<file path="src/ao_periph_pkg.sv">
/*
 * Always-on peripheral subsystem package. Bus structs, address map,
 * register offsets and the slave index
 */
`default_nettype none

package ao_periph_pkg;

  // Processor side request/grant/valid bus
  typedef struct packed {
    logic        req;
    logic        we;
    logic [31:0] addr;
    logic [31:0] wdata;
  } obi_req_t;

  typedef struct packed {
    logic        gnt;
    logic        rvalid;
    logic        err;
    logic [31:0] rdata;
  } obi_resp_t;

  // Register bus, full address until the demux strips it to an offset
  typedef struct packed {
    logic        valid;
    logic        write;
    logic [31:0] addr;
    logic [31:0] wdata;
  } reg_req_t;

  typedef struct packed {
    logic [31:0] rdata;
    logic        error;
  } reg_rsp_t;

  typedef enum logic [1:0] {
    SLV_SOC_CTRL  = 2'd0,
    SLV_FAST_INTR = 2'd1,
    SLV_GPIO      = 2'd2,
    SLV_TIMER     = 2'd3
  } ao_slave_e;

  localparam int NUM_SLAVES  = 4;
  localparam int FAST_INTR_W = 15;
  localparam int GPIO_W      = 8;

  // Address map
  localparam int ADDR_UNMAP_LSB = 10;
  localparam int ADDR_SEL_MSB   = 9;
  localparam int ADDR_SEL_LSB   = 8;
  localparam int ADDR_OFS_MSB   = 7;
  localparam int ADDR_ALIGN_MSB = 1;

  // SoC control
  localparam logic [7:0] EXIT_VALID  = 8'h00;
  localparam logic [7:0] EXIT_VALUE  = 8'h04;
  localparam logic [7:0] BOOT_SELECT = 8'h08;
  localparam logic [7:0] EXEC_FLASH  = 8'h0C;

  // Fast interrupt controller
  localparam logic [7:0] FI_PENDING = 8'h00;
  localparam logic [7:0] FI_CLEAR   = 8'h04;
  localparam logic [7:0] FI_ENABLE  = 8'h08;

  // GPIO
  localparam logic [7:0] GPIO_IN          = 8'h00;
  localparam logic [7:0] GPIO_OUT         = 8'h04;
  localparam logic [7:0] GPIO_DIR         = 8'h08;
  localparam logic [7:0] GPIO_INTR_EN     = 8'h0C;
  localparam logic [7:0] GPIO_INTR_STATUS = 8'h10;

  // Timer
  localparam logic [7:0] TMR_CTRL     = 8'h00;
  localparam logic [7:0] TMR_PRESCALE = 8'h04;
  localparam logic [7:0] TMR_MTIME    = 8'h08;
  localparam logic [7:0] TMR_CMP0     = 8'h0C;
  localparam logic [7:0] TMR_CMP1     = 8'h10;

endpackage : ao_periph_pkg

`default_nettype wire
</file>
<file path="src/ao_periph_subsys.sv">
/*
 * Always-on peripheral subsystem top. Bus bridge, register demux and
 * the four always-on slaves
 */
`timescale 1ns/1ps
`default_nettype none

module ao_periph_subsys
  import ao_periph_pkg::*;
(
  input  wire logic                   clk_i,
  input  wire logic                   rst_n_i,

  input  obi_req_t                    obi_req_i,
  output obi_resp_t                   obi_resp_o,

  input  wire logic                   boot_select_i,
  input  wire logic                   execute_from_flash_i,
  output logic                        exit_valid_o,
  output logic      [31:0]            exit_value_o,

  input  wire logic [FAST_INTR_W-1:0] fast_intr_i,
  output logic      [FAST_INTR_W-1:0] fast_intr_o,

  input  wire logic [GPIO_W-1:0]      gpio_i,
  output logic      [GPIO_W-1:0]      gpio_o,
  output logic      [GPIO_W-1:0]      gpio_en_o,
  output logic      [GPIO_W-1:0]      intr_gpio_o,

  output logic      [1:0]             intr_timer_o
);

  reg_req_t                  periph_req;
  reg_rsp_t                  periph_rsp;
  reg_req_t [NUM_SLAVES-1:0] slv_req;
  reg_rsp_t [NUM_SLAVES-1:0] slv_rsp;

  obi_to_reg obi_to_reg_i (
    .clk_i,
    .rst_n_i,
    .obi_req_i,
    .obi_resp_o,
    .reg_req_o(periph_req),
    .reg_rsp_i(periph_rsp)
  );

  reg_demux reg_demux_i (
    .reg_req_i(periph_req),
    .reg_rsp_o(periph_rsp),
    .slv_req_o(slv_req),
    .slv_rsp_i(slv_rsp)
  );

  soc_ctrl soc_ctrl_i (
    .clk_i,
    .rst_n_i,
    .reg_req_i(slv_req[SLV_SOC_CTRL]),
    .reg_rsp_o(slv_rsp[SLV_SOC_CTRL]),
    .boot_select_i,
    .execute_from_flash_i,
    .exit_valid_o,
    .exit_value_o
  );

  fast_intr_ctrl fast_intr_ctrl_i (
    .clk_i,
    .rst_n_i,
    .reg_req_i(slv_req[SLV_FAST_INTR]),
    .reg_rsp_o(slv_rsp[SLV_FAST_INTR]),
    .fast_intr_i,
    .fast_intr_o
  );

  gpio gpio_i_ao (
    .clk_i,
    .rst_n_i,
    .reg_req_i(slv_req[SLV_GPIO]),
    .reg_rsp_o(slv_rsp[SLV_GPIO]),
    .gpio_i,
    .gpio_o,
    .gpio_en_o,
    .intr_gpio_o
  );

  ao_timer ao_timer_i (
    .clk_i,
    .rst_n_i,
    .reg_req_i(slv_req[SLV_TIMER]),
    .reg_rsp_o(slv_rsp[SLV_TIMER]),
    .intr_timer_o
  );

endmodule : ao_periph_subsys

`default_nettype wire

</file>
<file path="src/ao_timer.sv">
/*
 * Machine timer. Prescaled 32-bit mtime with two level compare interrupts
 */
`timescale 1ns/1ps
`default_nettype none

module ao_timer
  import ao_periph_pkg::*;
(
  input  wire logic  clk_i,
  input  wire logic  rst_n_i,

  input  reg_req_t   reg_req_i,
  output reg_rsp_t   reg_rsp_o,

  output logic [1:0] intr_timer_o
);

  logic [7:0]       ofs;
  logic             wr;
  logic             en_q;
  logic             tick;
  logic [31:0]      prescale_q;
  logic [31:0]      presc_cnt_q;
  logic [31:0]      mtime_q;
  logic [1:0][31:0] cmp_q;

  assign ofs  = reg_req_i.addr[ADDR_OFS_MSB:0];
  assign wr   = reg_req_i.valid & reg_req_i.write;
  // One tick every prescale+1 clocks
  assign tick = en_q & (presc_cnt_q >= prescale_q);

  always_comb begin
    reg_rsp_o.rdata = 32'h0;
    reg_rsp_o.error = 1'b0;
    case (ofs)
      TMR_CTRL:     reg_rsp_o.rdata = {31'h0, en_q};
      TMR_PRESCALE: reg_rsp_o.rdata = prescale_q;
      TMR_MTIME:    reg_rsp_o.rdata = mtime_q;
      TMR_CMP0:     reg_rsp_o.rdata = cmp_q[0];
      TMR_CMP1:     reg_rsp_o.rdata = cmp_q[1];
      default:      reg_rsp_o.error = 1'b1;
    endcase
  end

  always_ff @(posedge clk_i or negedge rst_n_i) begin
    if (!rst_n_i) begin
      en_q         <= 1'b0;
      prescale_q   <= 32'h0;
      presc_cnt_q  <= 32'h0;
      mtime_q      <= 32'h0;
      cmp_q        <= '1;
      intr_timer_o <= 2'b00;
    end else begin
      presc_cnt_q <= (!en_q || tick) ? 32'h0 : presc_cnt_q + 32'd1;
      if (wr && ofs == TMR_MTIME) begin
        mtime_q <= reg_req_i.wdata;
      end else if (tick) begin
        mtime_q <= mtime_q + 32'd1;
      end
      if (wr && ofs == TMR_CTRL)     en_q       <= reg_req_i.wdata[0];
      if (wr && ofs == TMR_PRESCALE) prescale_q <= reg_req_i.wdata;
      if (wr && ofs == TMR_CMP0)     cmp_q[0]   <= reg_req_i.wdata;
      if (wr && ofs == TMR_CMP1)     cmp_q[1]   <= reg_req_i.wdata;
      for (int i = 0; i < 2; i++) begin
        intr_timer_o[i] <= (mtime_q >= cmp_q[i]);
      end
    end
  end

endmodule : ao_timer

`default_nettype wire

</file>
<file path="src/gpio.sv">
/*
 * 8-bit GPIO with synchronized inputs, output and direction registers
 * and sticky rising-edge interrupts
 */
`timescale 1ns/1ps
`default_nettype none

module gpio
  import ao_periph_pkg::*;
(
  input  wire logic              clk_i,
  input  wire logic              rst_n_i,

  input  reg_req_t               reg_req_i,
  output reg_rsp_t               reg_rsp_o,

  input  wire logic [GPIO_W-1:0] gpio_i,
  output logic      [GPIO_W-1:0] gpio_o,
  output logic      [GPIO_W-1:0] gpio_en_o,
  output logic      [GPIO_W-1:0] intr_gpio_o
);

  logic [7:0]        ofs;
  logic              wr;
  logic [GPIO_W-1:0] sync1_q;
  logic [GPIO_W-1:0] sync2_q;
  logic [GPIO_W-1:0] prev_q;
  logic [GPIO_W-1:0] intr_en_q;
  logic [GPIO_W-1:0] rise;
  logic [GPIO_W-1:0] clr_mask;

  assign ofs      = reg_req_i.addr[ADDR_OFS_MSB:0];
  assign wr       = reg_req_i.valid & reg_req_i.write;
  assign rise     = sync2_q & ~prev_q & intr_en_q;
  assign clr_mask = (wr && ofs == GPIO_INTR_STATUS) ? reg_req_i.wdata[GPIO_W-1:0] : '0;

  always_comb begin
    reg_rsp_o.rdata = 32'h0;
    reg_rsp_o.error = 1'b0;
    case (ofs)
      GPIO_IN:          reg_rsp_o.rdata = 32'(sync2_q);
      GPIO_OUT:         reg_rsp_o.rdata = 32'(gpio_o);
      GPIO_DIR:         reg_rsp_o.rdata = 32'(gpio_en_o);
      GPIO_INTR_EN:     reg_rsp_o.rdata = 32'(intr_en_q);
      GPIO_INTR_STATUS: reg_rsp_o.rdata = 32'(intr_gpio_o);
      default:          reg_rsp_o.error = 1'b1;
    endcase
  end

  always_ff @(posedge clk_i or negedge rst_n_i) begin
    if (!rst_n_i) begin
      sync1_q     <= '0;
      sync2_q     <= '0;
      prev_q      <= '0;
      gpio_o      <= '0;
      gpio_en_o   <= '0;
      intr_en_q   <= '0;
      intr_gpio_o <= '0;
    end else begin
      sync1_q     <= gpio_i;
      sync2_q     <= sync1_q;
      prev_q      <= sync2_q;
      // New edge wins over a clear in the same cycle
      intr_gpio_o <= (intr_gpio_o & ~clr_mask) | rise;
      if (wr && ofs == GPIO_OUT)     gpio_o    <= reg_req_i.wdata[GPIO_W-1:0];
      if (wr && ofs == GPIO_DIR)     gpio_en_o <= reg_req_i.wdata[GPIO_W-1:0];
      if (wr && ofs == GPIO_INTR_EN) intr_en_q <= reg_req_i.wdata[GPIO_W-1:0];
    end
  end

endmodule : gpio

`default_nettype wire

</file>
<file path="src/fast_intr_ctrl.sv">
/*
 * Fast interrupt controller. Sticky pending bits, write-one-to-clear
 * and a registered enable mask on the outputs
 */
`timescale 1ns/1ps
`default_nettype none

module fast_intr_ctrl
  import ao_periph_pkg::*;
(
  input  wire logic                   clk_i,
  input  wire logic                   rst_n_i,

  input  reg_req_t                    reg_req_i,
  output reg_rsp_t                    reg_rsp_o,

  input  wire logic [FAST_INTR_W-1:0] fast_intr_i,
  output logic      [FAST_INTR_W-1:0] fast_intr_o
);

  logic [7:0]             ofs;
  logic                   wr;
  logic [FAST_INTR_W-1:0] pending_q;
  logic [FAST_INTR_W-1:0] enable_q;
  logic [FAST_INTR_W-1:0] clr_mask;

  assign ofs      = reg_req_i.addr[ADDR_OFS_MSB:0];
  assign wr       = reg_req_i.valid & reg_req_i.write;
  assign clr_mask = (wr && ofs == FI_CLEAR) ? reg_req_i.wdata[FAST_INTR_W-1:0] : '0;

  always_comb begin
    reg_rsp_o.rdata = 32'h0;
    reg_rsp_o.error = 1'b0;
    case (ofs)
      FI_PENDING: reg_rsp_o.rdata = 32'(pending_q);
      FI_CLEAR:   reg_rsp_o.rdata = 32'h0;
      FI_ENABLE:  reg_rsp_o.rdata = 32'(enable_q);
      default:    reg_rsp_o.error = 1'b1;
    endcase
  end

  always_ff @(posedge clk_i or negedge rst_n_i) begin
    if (!rst_n_i) begin
      pending_q   <= '0;
      enable_q    <= '0;
      fast_intr_o <= '0;
    end else begin
      // Clear wins, a line still high sets again next clock
      pending_q   <= (pending_q | fast_intr_i) & ~clr_mask;
      fast_intr_o <= pending_q & enable_q;
      if (wr && ofs == FI_ENABLE) begin
        enable_q <= reg_req_i.wdata[FAST_INTR_W-1:0];
      end
    end
  end

endmodule : fast_intr_ctrl

`default_nettype wire

</file>
<file path="src/soc_ctrl.sv">
/*
 * SoC control block. Program exit registers and read-only boot status
 */
`timescale 1ns/1ps
`default_nettype none

module soc_ctrl
  import ao_periph_pkg::*;
(
  input  wire logic        clk_i,
  input  wire logic        rst_n_i,

  input  reg_req_t         reg_req_i,
  output reg_rsp_t         reg_rsp_o,

  input  wire logic        boot_select_i,
  input  wire logic        execute_from_flash_i,
  output logic             exit_valid_o,
  output logic [31:0]      exit_value_o
);

  logic [7:0] ofs;
  logic       wr;

  assign ofs = reg_req_i.addr[ADDR_OFS_MSB:0];
  assign wr  = reg_req_i.valid & reg_req_i.write;

  always_comb begin
    reg_rsp_o.rdata = 32'h0;
    reg_rsp_o.error = 1'b0;
    case (ofs)
      EXIT_VALID:  reg_rsp_o.rdata = {31'h0, exit_valid_o};
      EXIT_VALUE:  reg_rsp_o.rdata = exit_value_o;
      BOOT_SELECT: reg_rsp_o.rdata = {31'h0, boot_select_i};
      EXEC_FLASH:  reg_rsp_o.rdata = {31'h0, execute_from_flash_i};
      default:     reg_rsp_o.error = 1'b1;
    endcase
  end

  always_ff @(posedge clk_i or negedge rst_n_i) begin
    if (!rst_n_i) begin
      exit_valid_o <= 1'b0;
      exit_value_o <= 32'h0;
    end else if (wr) begin
      case (ofs)
        EXIT_VALID: exit_valid_o <= reg_req_i.wdata[0];
        EXIT_VALUE: exit_value_o <= reg_req_i.wdata;
        default:    ;
      endcase
    end
  end

endmodule : soc_ctrl

`default_nettype wire

</file>
<file path="src/reg_demux.sv">
/*
 * Register bus decoder and demultiplexer. Routes each access to one slave
 * and answers unmapped space with an error
 */
`timescale 1ns/1ps
`default_nettype none

module reg_demux
  import ao_periph_pkg::*;
(
  input  reg_req_t                  reg_req_i,
  output reg_rsp_t                  reg_rsp_o,

  output reg_req_t [NUM_SLAVES-1:0] slv_req_o,
  input  reg_rsp_t [NUM_SLAVES-1:0] slv_rsp_i
);

  ao_slave_e sel;
  logic      mapped;

  assign sel = ao_slave_e'(reg_req_i.addr[ADDR_SEL_MSB:ADDR_SEL_LSB]);

  // Upper bits clear and word aligned
  assign mapped = ~|reg_req_i.addr[31:ADDR_UNMAP_LSB] &
                  ~|reg_req_i.addr[ADDR_ALIGN_MSB:0];

  always_comb begin
    for (int i = 0; i < NUM_SLAVES; i++) begin
      slv_req_o[i]       = reg_req_i;
      slv_req_o[i].addr  = {24'h0, reg_req_i.addr[ADDR_OFS_MSB:0]};
      slv_req_o[i].valid = reg_req_i.valid & mapped & (int'(sel) == i);
    end
  end

  always_comb begin
    if (mapped) begin
      reg_rsp_o = slv_rsp_i[sel];
    end else begin
      reg_rsp_o.rdata = 32'h0;
      reg_rsp_o.error = 1'b1;
    end
  end

endmodule : reg_demux

`default_nettype wire

</file>
<file path="src/obi_to_reg.sv">
/*
 * Bridge from the processor request/grant/valid bus to the register bus.
 * Grants at once and answers one cycle after the grant
 */
`timescale 1ns/1ps
`default_nettype none

module obi_to_reg
  import ao_periph_pkg::*;
(
  input  wire logic clk_i,
  input  wire logic rst_n_i,

  input  obi_req_t  obi_req_i,
  output obi_resp_t obi_resp_o,

  output reg_req_t  reg_req_o,
  input  reg_rsp_t  reg_rsp_i
);

  logic        valid_q;
  logic        write_q;
  logic [31:0] addr_q;
  logic [31:0] wdata_q;

  // Never stalls
  assign obi_resp_o.gnt = obi_req_i.req;

  always_ff @(posedge clk_i or negedge rst_n_i) begin
    if (!rst_n_i) begin
      valid_q <= 1'b0;
    end else begin
      valid_q <= obi_req_i.req;
    end
  end

  always_ff @(posedge clk_i) begin
    if (obi_req_i.req) begin
      write_q <= obi_req_i.we;
      addr_q  <= obi_req_i.addr;
      wdata_q <= obi_req_i.wdata;
    end
  end

  assign reg_req_o.valid = valid_q;
  assign reg_req_o.write = write_q;
  assign reg_req_o.addr  = addr_q;
  assign reg_req_o.wdata = wdata_q;

  // Slave answers in the same cycle, so the response goes straight out
  assign obi_resp_o.rvalid = valid_q;
  assign obi_resp_o.err    = valid_q & reg_rsp_i.error;
  assign obi_resp_o.rdata  = (valid_q && !write_q) ? reg_rsp_i.rdata : 32'h0;

endmodule : obi_to_reg

`default_nettype wire

</file>
<file path="config.mk">
export PLATFORM = sky130hd
export DESIGN_NAME = ao_periph_subsys
export DESIGN_NICKNAME = d
export VERILOG_FILES = /design/src/ao_periph_pkg.sv /design/src/ao_periph_subsys.sv /design/src/ao_timer.sv /design/src/gpio.sv /design/src/fast_intr_ctrl.sv /design/src/soc_ctrl.sv /design/src/reg_demux.sv /design/src/obi_to_reg.sv
export SDC_FILE = /design/constraint.sdc
export NUM_CORES = 1
export LEC_CHECK = 0
export BUFFER_PORTS_ARGS = -buffer_cell sky130_fd_sc_hd__buf_2
export CAP_MARGIN = 20
export CORE_MARGIN = 1.5
export CORE_UTILIZATION = 53
export CTS_CLUSTER_SIZE = 30
export DETAILED_ROUTE_END_ITERATION = 10
export PLACE_DENSITY = 0.83
export SYNTH_ARGS = -nofsm -noshare
export SYNTH_HDL_FRONTEND = slang
export SYNTH_SLANG_ARGS = --single-unit
</file>
<file path="constraint.sdc">
create_clock -name clk_i -period 4.3 [get_ports clk_i]
set_clock_uncertainty 0.15 [all_clocks]
set_input_delay 0.645 -clock clk_i [delete_from_list [all_inputs] [get_ports clk_i]]
set_output_delay 0.645 -clock clk_i [all_outputs]
set_load 0.01 [all_outputs]
</file>
After elaboration in Yosys (flattened, before gate mapping)
Cells that the tools add are included.
Word-level totals
  bits in latches: 0
  memory bits (read-only): 0
  logic and storage cells: 101
  bits in registers: 363
  memories kept: 0
  bits in writable memories: 0
Operators by class
  reduce and logical (&&, ||, !) cells: 27
  $lt $le $gt $ge: 4
  shift-type cells: 0
  bitwise operators: 22
  $mul: 0
  add/sub/neg operators: 2
  equal/unequal tests: 7
  divide/modulo/power cells: 0
  muxes and demuxes: 16
Operator list (number)
  32-bit one-hot mux with 5 select lines: 1
  32-bit two-way mux: 4
  32-bit one-hot mux with 4 select lines: 1
  32-bit greater-or-equal comparator: 3
  33-bit binary-select mux with 2-bit select: 1
  33-bit two-way mux: 2
  32-bit by 1-bit adder with 32-bit output (second input constant): 2
  8-bit one-hot mux with 5 select lines: 1
  15-bit AND: 2
  15-bit one-hot mux with 2 select lines: 1
  8-bit AND: 3
  22-bit OR reduction: 1
  8-bit by 4-bit equality test with 1-bit output (second input constant): 2
  8-bit NOT: 2
  15-bit two-way mux: 1
  15-bit NOT: 1
  15-bit OR: 1
  1-bit AND: 12
  1-bit logical AND: 12
  8-bit by 3-bit equality test with 1-bit output (second input constant): 1
  8-bit by 5-bit equality test with 1-bit output (second input constant): 1
  8-bit zero test: 1
  8-bit two-way mux: 1
  8-bit OR: 1
  13 further kinds: 20

Depth between registers and ports, before layout
Gate-level depths: netlist of run 1.
  depth in word-level cells: 11
  depth in mapped cells: 11
  mapped depth without buffers: 9

Cells and area by module
A second synthesis of run 1 with hierarchy kept.
Unflattened totals
  cells, all modules: 2031
  area total of the unflattened synthesis: 21917.3 sq um
By module, submodules not included
  ao_timer: cells each 1091, instances 1, sequential area each 4159.0 sq um, area an instance 10028.4 sq um
  reg_demux: cells each 356, instances 1, sequential area each 0.0 sq um, area an instance 3370.7 sq um
  gpio: cells each 192, instances 1, sequential area each 1401.3 sq um, area an instance 2514.9 sq um
  obi_to_reg: cells each 109, instances 1, sequential area each 1976.9 sq um, area an instance 2323.5 sq um
  fast_intr_ctrl: cells each 169, instances 1, sequential area each 1126.1 sq um, area an instance 2023.2 sq um
  soc_ctrl: cells each 114, instances 1, sequential area each 825.8 sq um, area an instance 1656.6 sq um

Worst setup path before layout of run 1
OpenSTA, ideal clock, no wires.
  path kind: reg2out
  start: reg obi_to_reg_i.addr_q[1]
  end: out obi_resp_o[10] in the netlist's numbering
  stages on the path, launching flop included: 9
  arrival: 2.340 ns
  slack: 1.165 ns
  data required time: 3.505 ns
  buffers on the path: 3
  cells stage by stage: edfxtp_1 > or4_4 > nor4_2 > buf_2 > nor2b_1 > buf_2 > buf_2 > a221oi_1 > nor4b_1
RTL lines
  start: declaration: line obi_to_reg.sv:23  | logic [31:0] addr_q;
  start signal: assignment: line obi_to_reg.sv:40  | addr_q <= obi_req_i.addr;
  end: declaration: line ao_periph_subsys.sv:15  | output obi_resp_t obi_resp_o,

==> run summary, run 1 <==
Minimum clock period: 4193 ps
Syn_nets: 1,719
First-pass GRT wire length: 75,090 µm
NumNets Final: 1,911
Leak: 9.317 nW
Dominant synthesized flop cell: dfrtp_1
Sequential area share after synthesis: 0.5288
CTS Hold Buffers Added: 0
DR vias/cell: 6.118
Sw Ratio: 0.2253
Fin crit share: 0.9751
Worst setup SP type: flip-flop
DRT iter0 DRCs: 1,226
CTS Buf Count: 37
Post-route cell area: 0.02071 mm²
Worst-path cell chain: or4_4 -> nor3_2 -> and3_1 -> buf_8 -> a221o_1 -> a221oi_1 -> a31o_2 -> a2111oi_2 -> buf_2
Die Footprint: 0.03497 mm²
Net switching power: 1.604 mW
Total global-route track usage: 0.2712
Failing checks: hold timing
Synth area leader: dfrtp_1
Fillers: 2,541
Root Driver: clkbuf_16
# port buffers: 201
Slowest-stage cell, CP: or4_4
DR pass1 iterations: 7
Proportion of layout cells with a drive suffix above 1: 0.3196
Initial antenna violation count: 2
Int Pwr: 5.514 mW
Filler-free cell count of the finished design: 2,198
Netlist Area Pre-Place: 0.01794 mm²
Combinational Power Share: 0.029
Residual DRC: 0
Crit Path Category: flip-flop to primary output
Worst-Skew Late Latency: 550 ps
Ys Warns: 0
Clock-pin slew on the worst setup and hold paths: 60 ps
Area grow syn2layout: 15.43%
CP Data Required Time: 3500 ps
Setup TNS: 0 ps
Slowest stage delay, CP: 600 ps
# setup viols final: 0
Drt total wl: 47,740 µm
Number of synthesized register bits: 363
Total power: 7.118 mW
Yosys top cell area share: 0.3263
CP Data Arrival Time: 3400 ps
Synth Area per Inst: 11.74 µm²
Post-synth EDFFs: 65
CTS tree: built
WL/cell: 21.72 µm
Mapped Cells: 1,528
Initial Util: 0.5365
DP Cell Count: 2,128
Routability cong.: 0.9054
Clock power share: 0.456
Setup crit end kind: primary output
Netlist cell types: 68
Status: finished, violations left
Width of the die: 187.0 µm
Post-synth top cells: dfrtp_1, mux2_2, nor2_1, a21oi_1, inv_1
RSZ-0062 raised after global routing: false
Worst IR Drop VDD: 0.0003549 V
Reg2Reg Depth: 10
Fin. Hold Viols: 10
Clock sink count: 363
Worst-path fanout max: 27
Number of post-CTS setup repair buffers: 0
Share of flip-flops with an asynchronous set or reset: 0.8209
Final hold slack: -37.31 ps
Final Util: 0.6193
Via count: 13,450
Remaining Overflow, GRT: 0
Hold Path Class: input pin to async pin
Max H-tree Level: 2
Placed inst area: 0.01942 mm²
Part of the power in registers: 0.515
Worst-Margin Slew: 962.0 ps
Final Max Slew Viols: 0
Final HPWL DP: 32,890 µm
Core area: 0.03345 mm²
Max Root-Sink Buffers: 3
Num rows: 67
FMAX: 238.5 MHz
Largest net degree at the start of global routing: 112
Slew margin rel.: 0.3587
Power per cell area: 343.6 mW/mm²
Cell with the most instances after synthesis: dfrtp_1
Top cells by area, synth: dfrtp_1, mux2_2, edfxtp_1
IO Pins: 202
Max_cap viols: 0
DIE HEIGHT: 187.0 µm
Vias in the first global route: 13,690
Antenna Violating Nets Remaining: 0
per-stage QoR:
stage | hold WS [ps] | worst slack [ps]
after CTS | 46.51 | 10.94
final | -37.31 | 106.9
after floorplan | 181.2 | 1165
after global placement | 184.6 | 690.4
after global routing | 48.13 | 8.210
after detailed placement | 185.5 | 562.5
worst max-delay path, delay by kind of cell, from the launching register on:
kind / cells / cell delay [ps]
buf+inv: 2 / 450
simple gates: 3 / 1010
flops: 1 / 430
compound gates: 4 / 970
layout by cell type, fill, tap and decap left out, types with 10 or more instances in the layout:
cell type and n:
clkbuf_1 11, o21ai_0 32, and4_1 10, edfxtp_1 65, xor2_1 41, and3_1 18
o211ai_1 12, dfrtp_1 234, nand2_1 57, buf_4 25, and2_1 20, nand3_1 19
a21o_1 17, inv_1 99, nor2_1 123, o2111ai_1 11, a21oi_1 109, buf_2 200
xnor2_1 14, mux2_2 174, clkbuf_16 40, nand4_1 23, a221oi_1 32, ha_1 98
dfstp_2 64, a22oi_1 37
layout make-up:
type                            instances  area [µm²]  share of cell area
Clock inverter                         11       111.4            0.005376
Inverter                               99       371.6             0.01794
Sequential cell                       363        9489              0.4581
Clock buffer                           57        1114             0.05376
Tap cell                              448       560.5             0.02706
Timing Repair Buffer                  235        1366             0.06596
Multi-Input combinational cell        984        7699              0.3717
Antenna cell                            1       2.502           0.0001208
power by group through the flow:
| stage | Sequential [mW] | Combinational [mW] | Clock, mW |
|---|---|---|---|
| 4_1_cts | 3.66 | 0.210 | 3.28 |
| 6_report | 3.66 | 0.210 | 3.24 |
| 5_1_grt | 3.67 | 0.231 | 3.40 |
| 3_3_place_gp | 3.71 | 0.203 | 0 |
| 2_1_floorplan | 3.67 | 0.0820 | 0 |
| 3_5_place_dp | 3.72 | 0.209 | 0 |
sequential cells by signal, indices dropped and copies added, names as in the netlist, 15 cells and up:
register                      count
ao_timer_i.cmp_q                 64
ao_timer_i.mtime_q               32
ao_timer_i.presc_cnt_q           32
ao_timer_i.prescale_q            32
obi_to_reg_i.addr_q              32
obi_to_reg_i.wdata_q             32
soc_ctrl_i.exit_value_o          32
fast_intr_ctrl_i.enable_q        15
fast_intr_ctrl_i.fast_intr_o     15
fast_intr_ctrl_i.pending_q       15
cell families after synthesis:
logic type	after synthesis	share of synthesized area
flops	363	0.5288
compound gates	329	0.1286
simple gates	323	0.09085
buf+inv	181	0.04428
mux	179	0.1123
fa+ha+maj	98	0.06833
xor+xnor	55	0.02684
metal layers:
layer  track usage  part of all wire  vias up
li1              -                 -     5977
met1        0.3553              0.40     6699
met2        0.4358              0.47      647
met3       0.06060             0.084      124
met4        0.1166             0.039        0
met5             0                 0        -
repair_timing:
action | 4_1_cts | 5_1_grt
setup endpoints to repair | 1 | 9
cloned | 0 | 1
gates resized for setup | 1 | 6
hold endpoints to repair | 0 | 0
final timing paths:
path	startpoint	end	slack, ps
max	obi_to_reg_i.addr_q[1]	obi_resp_o[2]	110
min	rst_n_i	gpio_i_ao.sync1_q[6]	-40
max reg2reg	ao_timer_i.prescale_q[12]	ao_timer_i.presc_cnt_q[20]	960
min reg2reg	gpio_i_ao.sync1_q[2]	gpio_i_ao.sync2_q[2]	200
max in group asynchronous	rst_n_i	ao_timer_i.cmp_q[53]	3000
min in group clk_i	gpio_i[0]	gpio_i_ao.sync1_q[0]	60
(Power assumes the default switching activity.)
==> run 2, diff against run 1 <==
--- a/config.mk
+++ b/config.mk
@@ -11,7 +11,7 @@
 export CORE_UTILIZATION = 53
 export CTS_CLUSTER_SIZE = 30
 export DETAILED_ROUTE_END_ITERATION = 10
-export PLACE_DENSITY = 0.83
+export PLACE_DENSITY_LB_ADDON = 0.2
 export SYNTH_ARGS = -nofsm -noshare
 export SYNTH_HDL_FRONTEND = slang
 export SYNTH_SLANG_ARGS = --single-unit
==> constraint.sdc (replaced) <==
create_clock -name clk_i -period 4.3 [get_ports clk_i]
set_clock_uncertainty 0.15 [all_clocks]
set_input_delay 0.86 -clock clk_i [delete_from_list [all_inputs] [get_ports clk_i]]
set_output_delay 0.86 -clock clk_i [all_outputs]
set_load 0.01 [all_outputs]
==> run 2 against run 1 <==
- the flow now finishes without violations
- flip-flop and latch count did not move
- non-clock buffer count up 12
- global-route usage increased by 0.092 points
- total power is 0.97% lower
- combinational power grew 4%
- clock power shrank 2%
==> run summary, run 2 (synthesis gave the netlist of run 1 again) <==
CTS Buf Count: 39 (+5.4%)
Max H-tree Level: 2 (unchanged)
Worst-path cell chain: or4_4 -> nor3_4 -> and3_4 -> buf_12 -> a221o_1 -> a221oi_1 -> a31o_2 -> a2111oi_4 -> buf_2
CP Data Required Time: 3290 ps (-210 ps)
Final hold slack: 150.2 ps (+187.5 ps)
Worst-path fanout max: 5 (-81%)
Max_cap viols: 0 (unchanged)
Worst-Skew Late Latency: 550 ps (about the same)
Proportion of layout cells with a drive suffix above 1: 0.3279 (+0.008248)
Final HPWL DP: 33,190 µm (+0.92%)
Worst-Margin Slew: 754.0 ps (-208.0 ps)
Largest register FFs: 64 (unchanged)
# port buffers: 201 (unchanged)
WL/cell: 21.47 µm (-1.2%)
Fin. Hold Viols: 0 (-10)
# setup viols final: 0 (unchanged)
Initial Util: 0.5365 (unchanged)
Worst IR Drop VDD: 0.0003882 V (+9.4%)
CTS tree: built
Crit path launch: obi_to_reg_i.addr_q[7]
Total global-route track usage: 0.2721 (+0.0009160)
Clock-pin slew on the worst setup and hold paths: 60 ps (about the same)
RSZ-0062 raised after global routing: true
Routability cong.: 0.8855 (-2.2%)
Core area: 0.03345 mm² (unchanged)
FMAX: 233.7 MHz (-2.0%)
DP Cell Count: 2,129 (+0.047%)
Slowest-stage cell, CP: or4_4
Drt total wl: 47,550 µm (-0.40%)
Max Root-Sink Buffers: 3 (unchanged)
Setup TNS: 0 ps (unchanged)
DRT iter0 DRCs: 886 (-28%)
CP Data Arrival Time: 3270 ps (-130 ps)
Num rows: 67 (unchanged)
Clock sink count: 363 (unchanged)
Root Driver: clkbuf_16
Antenna Violating Nets Remaining: 0 (unchanged)
Fin crit share: 0.9953 (+0.02014)
DR pass1 iterations: 5 (-2)
Minimum clock period: 4280 ps (+86.59 ps)
Largest net degree at the start of global routing: 89 (-21%)
Setup crit end kind: primary output
Filler-free cell count of the finished design: 2,215 (+0.77%)
DIE HEIGHT: 187.0 µm (unchanged)
Reg2Reg Depth: 8 (-2)
Leak: 9.403 nW (+0.92%)
Die Footprint: 0.03497 mm² (unchanged)
Slew margin rel.: 0.4974 (+0.1387)
Initial antenna violation count: 2 (unchanged)
Crit Path Category: flip-flop to primary output
Top reg by flops: ao_timer_i.cmp_q
Power per cell area: 336.3 mW/mm² (-2.1%)
Width of the die: 187.0 µm (unchanged)
Vias in the first global route: 13,440 (-1.8%)
DR vias/cell: 5.979 (-2.3%)
Status: completed
Via count: 13,240 (-1.5%)
Hold Path Class: input pin to async pin
Commonest non-fill, non-tap cell in the layout: dfrtp_1
NumNets Final: 1,927 (+0.84%)
Remaining Overflow, GRT: 0 (unchanged)
Slowest stage delay, CP: 580 ps (-20 ps)
RR Startpoint: obi_to_reg_i.addr_q[28]
Area grow syn2layout: 16.80%
First-pass GRT wire length: 74,750 µm (-0.46%)
IO Pins: 202 (unchanged)
Worst setup SP type: flip-flop
Residual DRC: 0 (unchanged)
Final Max Slew Viols: 0 (unchanged)
Most frequent cells in the layout: dfrtp_1, buf_2, mux2_2
==> run 2: layer usage <==
| metal | track usage | up-vias | share of wire |
|---|---|---|---|
| met5 | 0 | - | 0.00025 |
| met4 | 0.08871 | 2 | 0.032 |
| met3 | 0.04841 | 105 | 0.069 |
| met2 | 0.4555 | 516 | 0.48 |
| met1 | 0.3600 | 6629 | 0.42 |
| li1 | - | 5992 | - |
==> run 2: worst max-delay path, delay by kind of cell, from the launching register on <==
family,cells,cell delay (ps)
compound gates,4,910
simple gates,3,1100
buf+inv,2,320
flops,1,370
==> run 2: repair_timing <==
item,4_1_cts,5_1_grt
gates cloned,1,3
pin swaps,2,2
endpoints found under the hold margin,0,0
hold buffers,0,0
buffers inserted,4,6
setup endpoints to repair,14,15
gates resized for setup,8,11
==> run 2: per-stage QoR <==
stage	worst slack (ps)	cell area [µm²]	util	power, mW
floorplan	949.7	17940	-	3.749
global placement	460.8	19430	0.5810	3.923
detailed placement	406.1	19430	0.5810	3.928
CTS	13.61	20760	0.6208	7.091
global route	-38.62	20960	0.6266	7.257
finish	20.29	20960	0.6266	7.049
==> run 2: cell type report <==
type | instances | area (µm²)
diodes | 1 | 2.502
clock buffers | 48 | 1061
clock inverters | 23 | 152.6
fillers | 2678 | 12490
inverters | 99 | 371.6
multi-input cells | 986 | 7824
flip-flops and latches | 363 | 9489
well taps | 448 | 560.5
repair buffers | 247 | 1498
==> run 2: path summary, 6_finish.rpt <==
| check | to | slack (ps) |
|---|---|---|
| min in group clk_i | gpio_i_ao.sync2_q[7] | 200 |
| max | obi_resp_o[6] | 20 |
| min | ao_timer_i.prescale_q[26] | 150 |
| max in group asynchronous | ao_timer_i.cmp_q[43] | 2810 |
| max reg2reg | ao_timer_i.mtime_q[24] | 900 |
| min reg2reg | gpio_i_ao.sync2_q[7] | 200 |
==> run 2: report_power, final <==
part           internal, mW  total (mW)  switching, mW
Combinational        0.0795       0.219          0.139
Sequential             3.58        3.66         0.0841
Clock                  1.77        3.17           1.40
==> run 3, diff against run 2 <==
--- a/config.mk
+++ b/config.mk
@@ -8,10 +8,12 @@
 export BUFFER_PORTS_ARGS = -buffer_cell sky130_fd_sc_hd__buf_2
 export CAP_MARGIN = 20
 export CORE_MARGIN = 1.5
-export CORE_UTILIZATION = 53
+export CORE_UTILIZATION = 30
 export CTS_CLUSTER_SIZE = 30
 export DETAILED_ROUTE_END_ITERATION = 10
 export PLACE_DENSITY_LB_ADDON = 0.2
+export SLEW_MARGIN = 20
 export SYNTH_ARGS = -nofsm -noshare
 export SYNTH_HDL_FRONTEND = slang
+export SYNTH_HIERARCHICAL = 1
 export SYNTH_SLANG_ARGS = --single-unit
==> run 3 against run 2 <==
- the run now ends with setup timing left
- via count is 8.8% higher
- synthesized cell count grew 24%
- sequential share of layout area fell by 5.4 points
- first-iteration DRC count rose by 12%
- fmax fell by 1.2%
- register-to-register slack is essentially flat
- flip-flop and latch count unchanged
- wire length up 27%
- global-route usage decreased by 10 points
- cell area increased by 13%
- largest cell class unchanged
- largest power group is now clock
- highest routed layer unchanged
==> run summary, run 3 <==
Status: finished, violations left
Failing checks: setup timing
CTS Buf Count: 44 (+13%)
Initial Util: 0.3040 (-0.2325)
Most frequent cells in the layout: dfrtp_1, buf_2, nand2_1
Max H-tree Level: 2 (unchanged)
Final HPWL DP: 43,010 µm (+30%)
Worst-path fanout max: 5 (unchanged)
CTS tree: built
Final Max Slew Viols: 0 (unchanged)
Antenna Violating Nets Remaining: 0 (unchanged)
DR vias/cell: 4.873 (-19%)
Setup ws final: -31.62 ps (-51.91 ps)
Fin. Hold Viols: 0 (unchanged)
Largest net degree at the start of global routing: 83 (-6.7%)
Residual DRC: 0 (unchanged)
Clock-pin slew on the worst setup and hold paths: 60 ps (about the same)
Worst IR Drop VDD: 0.0002366 V (-39%)
Slew margin rel.: 0.3411 (-0.1563)
Global Route met2 Usage: 0.2633 (-0.1922)
DR pass1 iterations: 6 (+1)
Top reg by flops: ao_timer_i/cmp_q
Drt total wl: 60,490 µm (+27%)
CP Data Required Time: 3290 ps (about the same)
WL/cell: 20.45 µm (-4.7%)
Hold Path Class: input pin to async pin
Most Used Layer, Global Route: met2
Core area: 0.06871 mm² (+110%)
DIE HEIGHT: 266.9 µm (+43%)
Met1 Use GR: 0.2404 (-0.1196)
Minimum clock period: 4332 ps (+51.91 ps)
# port buffers: 201 (unchanged)
Fin crit share: 1.007 (+0.01207)
DRT iter0 DRCs: 990 (+12%)
Width of the die: 266.9 µm (+43%)
NumNets Final: 2,181 (+13%)
Area grow syn2layout: 13.87%
Clock sink count: 363 (unchanged)
Synth Area per Inst: 11.03 µm² (-6.1%)
Root Driver: clkbuf_16
Worst setup SP type: flip-flop
Via count: 14,410 (+8.8%)
Vias in the first global route: 14,530 (+8.1%)
First-pass GRT wire length: 91,760 µm (+23%)
Grt met3 use: 0.03257 (-0.01584)
IO Pins: 202 (unchanged)
Final Util: 0.3461 (-0.2805)
Largest register FFs: 64 (unchanged)
Die Footprint: 0.07121 mm² (+100%)
Total global-route track usage: 0.1697 (-0.1024)
Max Root-Sink Buffers: 3 (unchanged)
Commonest non-fill, non-tap cell in the layout: dfrtp_1
Filler-free cell count of the finished design: 2,958 (+34%)
Power per cell area: 334.4 mW/mm² (-0.56%)
DP Cell Count: 2,861 (+34%)
Routability cong.: 0.8418 (-4.9%)
Worst-Margin Slew: 988.4 ps (+234.4 ps)
RSZ-0062 raised after global routing: true
Remaining Overflow, GRT: 0 (unchanged)
Initial antenna violation count: 1 (-1)
# setup viols final: 2 (+2)
Netlist Area Pre-Place: 0.02089 mm² (+16%)
Worst-Skew Late Latency: 580 ps (+30 ps)
Ys Warns: 6 (+6)
Leak: 10.64 nW (+13%)
Setup crit end kind: primary output
Crit Path Category: flip-flop to primary output
Proportion of layout cells with a drive suffix above 1: 0.3090 (-0.01888)
Max_cap viols: 0 (unchanged)
Num rows: 96 (+43%)
CP Data Arrival Time: 3320 ps (+50 ps)
FMAX: 230.9 MHz (-1.2%)
Mapped Cells: 1,893 (+24%)
run 3: worst paths after layout:
path                                                 end  slack, ps  cells past startpoint                       from
setup reg to reg                  ao_timer_i/mtime_q[29]        890                      9  ao_timer_i/prescale_q[13]
hold / removal                      gpio_i_ao/sync1_q[4]        160                      1                    rst_n_i
max in group asynchronous  fast_intr_ctrl_i/pending_q[1]       2850                      2                    rst_n_i
setup / recovery                          obi_resp_o[32]        -30                     10     obi_to_reg_i/addr_q[5]
min in group clk_i                  gpio_i_ao/sync2_q[1]        200                      0       gpio_i_ao/sync1_q[1]
hold reg to reg                     gpio_i_ao/sync2_q[1]        200                      0       gpio_i_ao/sync1_q[1]
run 3: metal layers:
metal	vias up	wire length (µm)
met5	-	13
met4	2	1382
met3	83	3269
met2	355	27360
met1	7258	28460
li1	6715	-
run 3: worst max-delay path, stage by stage (launching register included):
cell and delay (ps):
edfxtp_1 400, or4_4 580, nor3_4 240, buf_4 160
buf_4 90, buf_4 90, nor2_1 40, mux4_2 490
or3_4 340, and2_1 180, buf_2 150
run 3: report_power, final:
part	internal [mW]	switching, mW	total [mW]
sequential	3.58	0.121	3.70
combinational	0.146	0.192	0.338
clock	2.39	1.53	3.92
run 3: area by class of cell:
class                           instances  area (µm²)
Clock buffer                           58        1236
Inverter                              107       401.6
Antenna cell                            1       2.502
Clock inverter                         24       292.8
Sequential cell                       363        9489
Tap cell                              931        1165
Fill cell                            6911       44920
Multi-Input combinational cell       1209        9465
Timing Repair Buffer                  265        1729
run 3: through the flow:
step | setup TNS, ps | area, µm² | worst slack, ps | power, mW | hold slack (ps)
after floorplan | 0 | 21030 | 447.8 | 4.001 | 181.2
after global placement | 0 | 21940 | 488.4 | 4.088 | 184.1
after detailed placement | 0 | 21940 | 420.8 | 4.091 | 187.9
after CTS | -1350 | 23750 | -80.59 | 8.070 | 167.6
after global routing | -2150 | 23780 | -148.4 | 8.240 | 195.2
final | -36.78 | 23780 | -31.62 | 7.953 | 161.8
run 3: repair_timing:
action	CTS	global route
pin swaps	7	18
endpoints found under the setup margin	32	33
resized for setup	18	18
hold buffers	0	0
setup buffers	12	4
cloned	3	1
